File: config.mk
export PLATFORM = sky130hd
export DESIGN_NAME = debugTop
export DESIGN_NICKNAME = d
export VERILOG_FILES = /design/src/verilog/dbgPkg.sv /design/src/verilog/bootRam.sv /design/src/verilog/debugRegs.sv /design/src/verilog/debugTop.sv /design/src/verilog/flashLoader.sv /design/src/verilog/memArbiter.sv /design/src/verilog/spiByteEngine.sv
export SDC_FILE = /design/constraint.sdc
export NUM_CORES = 1
export LEC_CHECK = 0
export BUFFER_PORTS_ARGS = -buffer_cell sky130_fd_sc_hd__clkbuf_2
export CORE_MARGIN = 2
export CORE_UTILIZATION = 40
export CTS_CLUSTER_SIZE = 10
export DETAILED_ROUTE_END_ITERATION = 6
export PLACE_DENSITY = 0.52
export SYNTH_ARGS = -nofsm -noshare
export SYNTH_HDL_FRONTEND = slang
export SYNTH_SLANG_ARGS = --single-unit
File: constraint.sdc
create_clock -name clkH -period 14.3 [get_ports clkH]
set_clock_uncertainty 0.2 [all_clocks]
set_input_delay 2.86 -clock clkH [delete_from_list [all_inputs] [get_ports clkH]]
set_output_delay 2.86 -clock clkH [all_outputs]
set_load 0.01 [all_outputs]
File: src/verilog/dbgPkg.sv
package dbgPkg;

  localparam int dataWidth     = 64;
  localparam int wordAddrWidth = 29;

  // SPI flash command bytes
  localparam logic [7:0] flashCmdId    = 8'h9F;
  localparam logic [7:0] flashCmdRead3 = 8'h03;
  localparam logic [7:0] flashCmdRead4 = 8'h13;
  localparam logic [7:0] flashDummy    = 8'hFF;

  // JEDEC size codes above this need 4-byte addressing
  localparam logic [7:0] addr4bThreshold = 8'h18;

  // Writes in the low half, reads with bit 3 set
  typedef enum logic [3:0] {
    opCpuCtrlWr   = 4'h0,
    opMemDataWr   = 4'h2,
    opMemAddrWr   = 4'h3,
    opLoaderStart = 4'h4,
    opStatRd      = 4'h8,
    opInfoRd      = 4'h9,
    opMemDataRd   = 4'hA,
    opMemAddrRd   = 4'hB
  } dbgOp_t;

  typedef enum logic [4:0] {
    stIdle,
    stIdCmd,
    stIdMfr,
    stIdType,
    stIdSize,
    stRdCmd,
    stAddr3,
    stAddr2,
    stAddr1,
    stAddr0,
    stDataByte,
    stRomWr,
    stIncAddr,
    stDone
  } ldrState_t;

endpackage

File: src/verilog/bootRam.sv
`timescale 1ns/1ps

module bootRam import dbgPkg::*; #(
  parameter int romWords = 16
) (
  input  logic                     clkH,
  input  logic                     en,
  input  logic                     write,
  input  logic [wordAddrWidth-1:0] addr,
  input  logic [dataWidth-1:0]     wrData,
  output logic [dataWidth-1:0]     rdData
);

  localparam int idxW = (romWords > 1) ? $clog2(romWords) : 1;

  logic [dataWidth-1:0] mem [romWords];
  logic                 inRange;

  assign inRange = (addr < wordAddrWidth'(romWords));

  // Out of range reads return zero
  always_ff @(posedge clkH) begin
    if (en) begin
      if (write) begin
        if (inRange) begin
          mem[addr[idxW-1:0]] <= wrData;
        end
      end else begin
        rdData <= inRange ? mem[addr[idxW-1:0]] : '0;
      end
    end
  end

endmodule

File: src/verilog/debugRegs.sv
`timescale 1ns/1ps

module debugRegs import dbgPkg::*; #(
  parameter logic [7:0] mcuType = 8'h08,
  parameter logic [7:0] brdVers = 8'h05,
  parameter logic [7:0] coreCnt = 8'h02
) (
  input  logic                     clkH,
  input  logic                     reset,
  input  logic                     cmdValid,
  input  dbgOp_t                   cmdOp,
  input  logic [dataWidth-1:0]     cmdData,
  input  logic                     ldrActive,
  input  logic [7:0]               ldrSizeCode,
  input  logic                     memGnt,
  input  logic [dataWidth-1:0]     memRdData,
  output logic                     cmdReady,
  output logic                     rspValid,
  output logic [dataWidth-1:0]     rspData,
  output logic                     dbgExecEn,
  output logic                     dbgResetS,
  output logic                     dbgClkHEn,
  output logic                     ldrStart,
  output logic                     memReq,
  output logic                     memWrite,
  output logic [wordAddrWidth-1:0] memAddr,
  output logic [dataWidth-1:0]     memWrData
);

  logic                     cmdFire;
  logic                     memPend;
  logic                     rdWait;
  logic [2:0]               ctrlBits;
  logic [wordAddrWidth-1:0] addrPtr;
  logic [dataWidth-1:0]     statWord;
  logic [dataWidth-1:0]     infoWord;
  logic [dataWidth-1:0]     addrWord;

  assign cmdReady = ~memPend & ~rdWait;
  assign cmdFire  = cmdValid & cmdReady;
  assign ldrStart = cmdFire & (cmdOp == opLoaderStart);

  assign {dbgExecEn, dbgResetS, dbgClkHEn} = ctrlBits;
  assign memReq  = memPend;
  assign memAddr = addrPtr;

  // ExecEn ResetS ClkHEn in the low bits
  assign statWord = {{(dataWidth-16){1'b0}}, ldrSizeCode, 3'b000, ldrActive, 1'b0, ctrlBits};
  assign infoWord = {{(dataWidth-24){1'b0}}, brdVers, mcuType, coreCnt};
  // Byte address of the current word
  assign addrWord = {{(dataWidth-wordAddrWidth-3){1'b0}}, addrPtr, 3'b000};

  always_ff @(posedge clkH) begin
    if (reset) begin
      ctrlBits <= '0;
      addrPtr  <= '0;
      memPend  <= 1'b0;
      memWrite <= 1'b0;
      rdWait   <= 1'b0;
      rspValid <= 1'b0;
    end else begin
      rspValid <= 1'b0;
      if (cmdFire) begin
        case (cmdOp)
          opCpuCtrlWr: ctrlBits <= cmdData[2:0];
          opMemAddrWr: addrPtr <= cmdData[wordAddrWidth-1:0];
          opMemDataWr: begin
            memPend  <= 1'b1;
            memWrite <= 1'b1;
          end
          opMemDataRd: begin
            memPend  <= 1'b1;
            memWrite <= 1'b0;
          end
          opStatRd, opInfoRd, opMemAddrRd: rspValid <= 1'b1;
          default: ;
        endcase
      end
      if (memPend && memGnt) begin
        memPend <= 1'b0;
        addrPtr <= addrPtr + 1'b1;
        rdWait  <= ~memWrite;
      end
      // RAM data is on memRdData now
      if (rdWait) begin
        rdWait   <= 1'b0;
        rspValid <= 1'b1;
      end
    end
  end

  always_ff @(posedge clkH) begin
    if (cmdFire) begin
      case (cmdOp)
        opStatRd:    rspData <= statWord;
        opInfoRd:    rspData <= infoWord;
        opMemAddrRd: rspData <= addrWord;
        opMemDataWr: memWrData <= cmdData;
        default: ;
      endcase
    end
    if (rdWait) begin
      rspData <= memRdData;
    end
  end

endmodule

File: src/verilog/debugTop.sv
`timescale 1ns/1ps

module debugTop import dbgPkg::*; #(
  parameter int          romWords  = 16,
  parameter logic [31:0] flashBase = 32'h0000_1000,
  parameter int          spiDiv    = 2,
  parameter logic [7:0]  mcuType   = 8'h08,
  parameter logic [7:0]  brdVers   = 8'h05,
  parameter logic [7:0]  coreCnt   = 8'h02
) (
  input  logic                 clkH,
  input  logic                 reset,
  input  logic                 cmdValid,
  output logic                 cmdReady,
  input  dbgOp_t               cmdOp,
  input  logic [dataWidth-1:0] cmdData,
  output logic                 rspValid,
  output logic [dataWidth-1:0] rspData,
  output logic                 dbgExecEn,
  output logic                 dbgResetS,
  output logic                 dbgClkHEn,
  output logic                 spiSck,
  output logic                 spiMosi,
  input  logic                 spiMiso,
  output logic                 spiCsN
);

  logic                     ldrActive;
  logic [7:0]               ldrSizeCode;
  logic                     ldrStart;
  logic                     ldrLock;
  logic                     ldrReq;
  logic                     ldrWrite;
  logic [wordAddrWidth-1:0] ldrAddr;
  logic [dataWidth-1:0]     ldrWrData;
  logic                     ldrGnt;
  logic                     dbgReq;
  logic                     dbgWrite;
  logic [wordAddrWidth-1:0] dbgAddr;
  logic [dataWidth-1:0]     dbgWrData;
  logic                     dbgGnt;
  logic [dataWidth-1:0]     dbgRdData;
  logic                     ramEn;
  logic                     ramWrite;
  logic [wordAddrWidth-1:0] ramAddr;
  logic [dataWidth-1:0]     ramWrData;
  logic [dataWidth-1:0]     ramRdData;

  debugRegs #(
    .mcuType (mcuType),
    .brdVers (brdVers),
    .coreCnt (coreCnt)
  ) uRegs (
    .clkH        (clkH),
    .reset       (reset),
    .cmdValid    (cmdValid),
    .cmdOp       (cmdOp),
    .cmdData     (cmdData),
    .ldrActive   (ldrActive),
    .ldrSizeCode (ldrSizeCode),
    .memGnt      (dbgGnt),
    .memRdData   (dbgRdData),
    .cmdReady    (cmdReady),
    .rspValid    (rspValid),
    .rspData     (rspData),
    .dbgExecEn   (dbgExecEn),
    .dbgResetS   (dbgResetS),
    .dbgClkHEn   (dbgClkHEn),
    .ldrStart    (ldrStart),
    .memReq      (dbgReq),
    .memWrite    (dbgWrite),
    .memAddr     (dbgAddr),
    .memWrData   (dbgWrData)
  );

  flashLoader #(
    .romWords  (romWords),
    .flashBase (flashBase),
    .spiDiv    (spiDiv)
  ) uLoader (
    .clkH      (clkH),
    .reset     (reset),
    .start     (ldrStart),
    .memGnt    (ldrGnt),
    .spiMiso   (spiMiso),
    .active    (ldrActive),
    .sizeCode  (ldrSizeCode),
    .memLock   (ldrLock),
    .memReq    (ldrReq),
    .memWrite  (ldrWrite),
    .memAddr   (ldrAddr),
    .memWrData (ldrWrData),
    .spiSck    (spiSck),
    .spiMosi   (spiMosi),
    .spiCsN    (spiCsN)
  );

  memArbiter uArbiter (
    .clkH      (clkH),
    .reset     (reset),
    .ldrReq    (ldrReq),
    .ldrLock   (ldrLock),
    .ldrWrite  (ldrWrite),
    .ldrAddr   (ldrAddr),
    .ldrWrData (ldrWrData),
    .dbgReq    (dbgReq),
    .dbgWrite  (dbgWrite),
    .dbgAddr   (dbgAddr),
    .dbgWrData (dbgWrData),
    .ramRdData (ramRdData),
    .ldrGnt    (ldrGnt),
    .dbgGnt    (dbgGnt),
    .ramEn     (ramEn),
    .ramWrite  (ramWrite),
    .ramAddr   (ramAddr),
    .ramWrData (ramWrData),
    .dbgRdData (dbgRdData)
  );

  bootRam #(
    .romWords (romWords)
  ) uBootRam (
    .clkH   (clkH),
    .en     (ramEn),
    .write  (ramWrite),
    .addr   (ramAddr),
    .wrData (ramWrData),
    .rdData (ramRdData)
  );

endmodule

File: src/verilog/flashLoader.sv
`timescale 1ns/1ps

module flashLoader import dbgPkg::*; #(
  parameter int          romWords  = 16,
  parameter logic [31:0] flashBase = 32'h0000_0000,
  parameter int          spiDiv    = 2
) (
  input  logic                     clkH,
  input  logic                     reset,
  input  logic                     start,
  input  logic                     memGnt,
  input  logic                     spiMiso,
  output logic                     active,
  output logic [7:0]               sizeCode,
  output logic                     memLock,
  output logic                     memReq,
  output logic                     memWrite,
  output logic [wordAddrWidth-1:0] memAddr,
  output logic [dataWidth-1:0]     memWrData,
  output logic                     spiSck,
  output logic                     spiMosi,
  output logic                     spiCsN
);

  localparam int wordCntW = (romWords > 1) ? $clog2(romWords) : 1;

  ldrState_t            state;
  logic                 sent;
  logic [2:0]           byteIdx;
  logic [wordCntW-1:0]  wordIdx;
  logic [dataWidth-1:0] wordData;
  logic                 addr4b;
  logic                 lastWord;
  logic                 sendState;
  logic                 spiCs;
  logic                 spiSendValid;
  logic                 spiSendReady;
  logic [7:0]           spiSendByte;
  logic                 spiRecvValid;
  logic [7:0]           spiRecvByte;

  assign addr4b   = (sizeCode > addr4bThreshold);
  assign lastWord = (wordIdx == wordCntW'(romWords - 1));

  assign active    = (state != stIdle);
  assign memLock   = (state != stIdle);
  assign memReq    = (state == stRomWr);
  assign memWrite  = (state == stRomWr);
  assign memAddr   = wordAddrWidth'(wordIdx);
  assign memWrData = wordData;

  // Byte to send in each SPI state
  always_comb begin
    sendState   = 1'b0;
    spiSendByte = flashDummy;
    case (state)
      stIdCmd: begin
        sendState   = 1'b1;
        spiSendByte = flashCmdId;
      end
      stIdMfr, stIdType, stIdSize, stDataByte: begin
        sendState = 1'b1;
      end
      stRdCmd: begin
        // Wait out the CS gap first
        sendState   = spiCs;
        spiSendByte = addr4b ? flashCmdRead4 : flashCmdRead3;
      end
      stAddr3: begin
        sendState   = 1'b1;
        spiSendByte = flashBase[31:24];
      end
      stAddr2: begin
        sendState   = 1'b1;
        spiSendByte = flashBase[23:16];
      end
      stAddr1: begin
        sendState   = 1'b1;
        spiSendByte = flashBase[15:8];
      end
      stAddr0: begin
        sendState   = 1'b1;
        spiSendByte = flashBase[7:0];
      end
      default: ;
    endcase
  end

  assign spiSendValid = sendState & ~sent;

  always_ff @(posedge clkH) begin
    if (reset) begin
      state    <= stIdle;
      sent     <= 1'b0;
      spiCs    <= 1'b0;
      byteIdx  <= '0;
      wordIdx  <= '0;
      sizeCode <= '0;
    end else begin
      if (spiSendValid && spiSendReady) begin
        sent <= 1'b1;
      end
      if (spiRecvValid) begin
        sent <= 1'b0;
      end
      case (state)
        stIdle: begin
          if (start) begin
            state   <= stIdCmd;
            spiCs   <= 1'b1;
            byteIdx <= '0;
            wordIdx <= '0;
          end
        end
        stIdCmd: if (spiRecvValid) state <= stIdMfr;
        stIdMfr: if (spiRecvValid) state <= stIdType;
        stIdType: if (spiRecvValid) state <= stIdSize;
        stIdSize: begin
          if (spiRecvValid) begin
            sizeCode <= spiRecvByte;
            spiCs    <= 1'b0;
            state    <= stRdCmd;
          end
        end
        stRdCmd: begin
          spiCs <= 1'b1;
          if (spiRecvValid) begin
            state <= addr4b ? stAddr3 : stAddr2;
          end
        end
        stAddr3: if (spiRecvValid) state <= stAddr2;
        stAddr2: if (spiRecvValid) state <= stAddr1;
        stAddr1: if (spiRecvValid) state <= stAddr0;
        stAddr0: if (spiRecvValid) state <= stDataByte;
        stDataByte: begin
          if (spiRecvValid) begin
            byteIdx <= byteIdx + 3'd1;
            if (byteIdx == 3'd7) begin
              state <= stRomWr;
              if (lastWord) begin
                spiCs <= 1'b0;
              end
            end
          end
        end
        stRomWr: if (memGnt) state <= stIncAddr;
        stIncAddr: begin
          if (lastWord) begin
            state <= stDone;
          end else begin
            wordIdx <= wordIdx + 1'b1;
            state   <= stDataByte;
          end
        end
        stDone: state <= stIdle;
        default: state <= stIdle;
      endcase
    end
  end

  // First flash byte ends up in the lowest byte
  always_ff @(posedge clkH) begin
    if (state == stDataByte && spiRecvValid) begin
      wordData <= {spiRecvByte, wordData[dataWidth-1:8]};
    end
  end

  spiByteEngine #(
    .spiDiv(spiDiv)
  ) uSpiEngine (
    .clkH      (clkH),
    .reset     (reset),
    .sendValid (spiSendValid),
    .sendByte  (spiSendByte),
    .miso      (spiMiso),
    .cs        (spiCs),
    .sendReady (spiSendReady),
    .recvValid (spiRecvValid),
    .recvByte  (spiRecvByte),
    .sck       (spiSck),
    .mosi      (spiMosi),
    .csN       (spiCsN)
  );

endmodule

File: src/verilog/memArbiter.sv
`timescale 1ns/1ps

module memArbiter import dbgPkg::*; (
  input  logic                     clkH,
  input  logic                     reset,
  input  logic                     ldrReq,
  input  logic                     ldrLock,
  input  logic                     ldrWrite,
  input  logic [wordAddrWidth-1:0] ldrAddr,
  input  logic [dataWidth-1:0]     ldrWrData,
  input  logic                     dbgReq,
  input  logic                     dbgWrite,
  input  logic [wordAddrWidth-1:0] dbgAddr,
  input  logic [dataWidth-1:0]     dbgWrData,
  input  logic [dataWidth-1:0]     ramRdData,
  output logic                     ldrGnt,
  output logic                     dbgGnt,
  output logic                     ramEn,
  output logic                     ramWrite,
  output logic [wordAddrWidth-1:0] ramAddr,
  output logic [dataWidth-1:0]     ramWrData,
  output logic [dataWidth-1:0]     dbgRdData
);

  logic dbgRdOwn;

  // Loader first, debug shut out for the whole copy
  assign ldrGnt = ldrReq;
  assign dbgGnt = dbgReq & ~ldrReq & ~ldrLock;

  assign ramEn     = ldrGnt | dbgGnt;
  assign ramWrite  = ldrGnt ? ldrWrite : (dbgGnt & dbgWrite);
  assign ramAddr   = ldrGnt ? ldrAddr : dbgAddr;
  assign ramWrData = ldrGnt ? ldrWrData : dbgWrData;

  assign dbgRdData = dbgRdOwn ? ramRdData : '0;

  always_ff @(posedge clkH) begin
    if (reset) begin
      dbgRdOwn <= 1'b0;
    end else begin
      dbgRdOwn <= dbgGnt & ~dbgWrite;
    end
  end

endmodule

File: src/verilog/spiByteEngine.sv
`timescale 1ns/1ps

module spiByteEngine #(
  parameter int spiDiv = 2
) (
  input  logic       clkH,
  input  logic       reset,
  input  logic       sendValid,
  input  logic [7:0] sendByte,
  input  logic       miso,
  input  logic       cs,
  output logic       sendReady,
  output logic       recvValid,
  output logic [7:0] recvByte,
  output logic       sck,
  output logic       mosi,
  output logic       csN
);

  localparam int divW = (spiDiv > 1) ? $clog2(spiDiv) : 1;

  logic            busy;
  logic [divW-1:0] divCnt;
  logic [2:0]      bitCnt;
  logic [7:0]      shiftOut;
  logic [7:0]      shiftIn;
  logic            halfDone;

  // End of one SCK half-period
  assign halfDone  = (divCnt == divW'(spiDiv - 1));
  assign sendReady = ~busy;
  assign mosi      = shiftOut[7];
  assign recvByte  = shiftIn;

  always_ff @(posedge clkH) begin
    if (reset) begin
      busy      <= 1'b0;
      divCnt    <= '0;
      bitCnt    <= '0;
      sck       <= 1'b0;
      recvValid <= 1'b0;
      csN       <= 1'b1;
    end else begin
      csN       <= ~cs;
      recvValid <= 1'b0;
      if (!busy) begin
        if (sendValid) begin
          busy   <= 1'b1;
          divCnt <= '0;
          bitCnt <= '0;
        end
      end else if (halfDone) begin
        divCnt <= '0;
        sck    <= ~sck;
        // Falling edge closes a bit
        if (sck) begin
          bitCnt <= bitCnt + 3'd1;
          if (bitCnt == 3'd7) begin
            busy      <= 1'b0;
            recvValid <= 1'b1;
          end
        end
      end else begin
        divCnt <= divCnt + 1'b1;
      end
    end
  end

  // Sample on rising SCK, shift out on falling
  always_ff @(posedge clkH) begin
    if (!busy && sendValid) begin
      shiftOut <= sendByte;
    end else if (busy && halfDone) begin
      if (sck) begin
        shiftOut <= {shiftOut[6:0], 1'b0};
      end else begin
        shiftIn <= {shiftIn[6:0], miso};
      end
    end
  end

endmodule
==> flow_summary.json <==
{
  "status": "finished clean",
  "rsz0062_at_grt": "no",
  "ir_drop_uv": 126,
  "maxCapViolCount": 0,
  "crit_slowest_cell": "buf_4",
  "mostFrequentLayoutCells": "edfxtp_1, mux2i_1, nand2_1",
  "hold_buffers": 0,
  "drt_iter0_drc": 2791,
  "cp.required_ns": 14.59,
  "cts_tree": "built",
  "path_cells": "nand4b_4, buf_4, mux2_8, buf_4, buf_4, buf_4, mux2i_1, o22ai_1, o41a_1",
  "io_pins": 144,
  "fillCellCount": 11200,
  "overflow": 0,
  "slew_violations": 0,
  "ys_types": 65,
  "post_cts_buffers": 0,
  "clock-sinks": 1362,
  "syn_avg_cell_area_um2": 17.0,
  "clkPwrFrac_pct": 42.7,
  "fin_crit_sh_pct": 43.9,
  "path_class": "reg2reg",
  "fin_setup_tns_ns": 0,
  "grt_pass1_wl_um": 210000,
  "final_cell_area_um2": 59500,
  "async_flop_share_pct": 0,
  "layout-drive-gt1-share_pct": 12.9,
  "fmax_ghz": 0.159,
  "arrival_ns": 6.56,
  "synth_edf_count": 1296,
  "h-tree-depth": 4,
  "drc": 0,
  "root_buffer": "clkbuf_16",
  "wire_per_inst_um": 29.3,
  "synth_top_area_share_pct": 74.1,
  "yosysTopAreaCell": "edfxtp_1",
  "grt_pass1_vias": 29200,
  "die_x_um": 366,
  "gp_congestion": 0.844,
  "finalSetupViolCount": 0,
  "track_usage_pct": 21.8,
  "grt_max_degree": 86,
  "die_area_um2": 134000,
  "mostFrequentLayoutCell": "edfxtp_1",
  "clock_latency_ns": 0.76,
  "max_stage_delay_ns": 0.88,
  "cp-start-kind": "flop",
  "vias_per_cell": 5.72,
  "via_count": 29000,
  "syn2layout_area_growth_pct": 13.3,
  "netlist_instances": 3096,
  "ys_top_cells_by_area": "edfxtp_1, mux2i_1, o22ai_1, dfxtp_1, nand2_1",
  "crit_top_cell": "buf_4",
  "start_util_pct": 40.4,
  "cts_buffers": 157,
  "drtAntennaViolNets": 0,
  "slew_headroom_pct": 27.0,
  "clk_pin_slew_ns": 0.05,
  "clock_path_buffers": 3,
  "tightest_slew_ns": 1.10,
  "cell_internal_pwr_mw": 6.53,
  "seqPwrFrac_pct": 53.3,
  "p_sw_share_pct": 20.8,
  "cp-end-kind": "flop",
  "std_cell_rows": 132,
  "hpwlAfterDp_um": 79700,
  "mappedNetlistArea_um2": 52500,
  "place_area_um2": 55200,
  "drtPass1Iterations": 5,
  "power.switching_mw": 1.72,
  "ys_ff_latch": 1362,
  "synth_warnings": 0,
  "synth_nets": 3174,
  "synth_ff_type": "edfxtp_1",
  "die_h_um": 366,
  "routed_wl_um": 149000,
  "power_density_nw_per_um2": 139,
  "port_buffers": 143,
  "period_needed_ns": 6.27,
  "finalHoldViolCount": 0,
  "pwr-share-comb_pct": 4.0,
  "critPathMaxFanout": 85,
  "cts-resized-gates": 0,
  "antenna_found_initial": 3,
  "hold_path_class": "reg2reg",
  "nets": 3356,
  "p_leak_nw": 18.5,
  "seq_area_frac_synth_pct": 76.7,
  "coreArea_um2": 130000
}
[critical path: cells and delay by family (launching register included)]
| family | cells | cell delay [ns] |
|---|---|---|
| DFF | 1 | 0.64 |
| buffers and inverters | 4 | 2.96 |
| muxes | 2 | 1.13 |
| and+or+nand+nor | 1 | 0.24 |
| AOI/OAI and AO/OA | 2 | 0.57 |
[registers in the layout, summed over array words and instances (netlist names), 3 cells and up]
register / flops
uBootRam.mem: 1024
uBootRam.rdData: 64
uLoader.memWrData: 64
uRegs.memWrData: 64
uRegs.rspData: 64
uRegs.memAddr: 29
uLoader.sizeCode: 8
uLoader.uSpiEngine.recvByte: 8
uLoader.uSpiEngine.shiftOut: 8
uLoader.state: 4
uLoader.wordIdx: 4
uLoader.byteIdx: 3
uLoader.uSpiEngine.bitCnt: 3
uRegs.ctrlBits: 3
[metal layers]
metal / track usage (%) / vias to the layer above / routed length (um)
li1: - / 12600 / -
met1: 29.4 / 15200 / 64600
met2: 36.3 / 938 / 72600
met3: 3.00 / 244 / 7350
met4: 7.48 / 0 / 4340
met5: 0 / - / 0
[synthesized netlist by cell type, drive strengths merged, types with 5 or more instances]
| cell type | instances |
|---|---|
| buf | 96 |
| mux2 | 6 |
| nor3 | 19 |
| nor2 | 63 |
| inv | 11 |
| a21oi | 45 |
| a31oi | 19 |
| a21o | 5 |
| clkbuf | 92 |
| mux2i | 521 |
| edfxtp | 1296 |
| o211ai | 7 |
| nand3 | 37 |
| o21ai | 28 |
| or3 | 8 |
| ha | 6 |
| nand4b | 7 |
| or4 | 6 |
| and3 | 45 |
| a22o | 20 |
| and2 | 5 |
| o311ai | 6 |
| dfxtp | 66 |
| nor3b | 5 |
| nand2 | 265 |
| nand4 | 18 |
| o22ai | 257 |
| o41a | 64 |
| nand2b | 8 |
| nor4 | 13 |
[power by group through the flow]
stage / combinational (mW) / sequential, mW / clock [mW]
5_1_grt: 0.353 / 4.39 / 3.74
3_3_place_gp: 0.326 / 4.47 / 0
3_5_place_dp: 0.331 / 4.48 / 0
4_1_cts: 0.334 / 4.39 / 3.58
2_1_floorplan: 0.223 / 4.46 / 0
6_report: 0.330 / 4.40 / 3.52
[worst paths after layout]
| check | cells past startpoint | slack (ns) | end | start |
|---|---|---|---|---|
| max | 9 | 8.03 | uBootRam.rdData[30] | uLoader.state[2] |
| min reg2reg | 0 | 0.25 | uLoader.memWrData[49] | uLoader.memWrData[57] |
| max reg2reg | 9 | 8.03 | uBootRam.rdData[30] | uLoader.state[2] |
| min | 0 | 0.25 | uLoader.memWrData[49] | uLoader.memWrData[57] |
[kinds of logic (layout without fill, tap and decap cells)]
logic type | count (synthesis) | in the layout | share of synthesized area, %
fa+ha+maj | 6 | 6 | 0.143
simple gates | 518 | 518 | 4.64
compound gates | 480 | 480 | 6.46
other cells | 0 | 1 | 0
mux | 527 | 527 | 10.1
buf+inv | 199 | 435 | 1.96
xor+xnor | 4 | 4 | 0.0668
flops | 1362 | 1362 | 76.7
[cell type report]
type / count / area [um2] / share of cell area (%)
flip-flops and latches: 1362 / 40200 / 67.7
multi-input cells: 1535 / 11500 / 19.3
clock buffers: 199 / 4180 / 7.03
well taps: 1742 / 2180 / 3.67
repair buffers: 211 / 1230 / 2.06
clock inverters: 14 / 130 / 0.219
inverters: 11 / 41.3 / 0.0694
diodes: 1 / 2.50 / 0.00421
[through the flow]
stage / hold slack (ns) / setup slack (ns) / utilization (%) / total power, mW / cells
after floorplan: 0.200 / 7.43 / - / 4.68 / 3096
after global placement: 0.232 / 8.30 / 42.5 / 4.80 / 4861
after detailed placement: 0.242 / 8.10 / 42.5 / 4.81 / 4861
after CTS: 0.257 / 8.08 / 45.8 / 8.31 / 5074
after global routing: 0.265 / 7.75 / 45.8 / 8.48 / 5074
final: 0.253 / 8.03 / 45.8 / 8.24 / 5075
(Power assumes the default switching activity.)
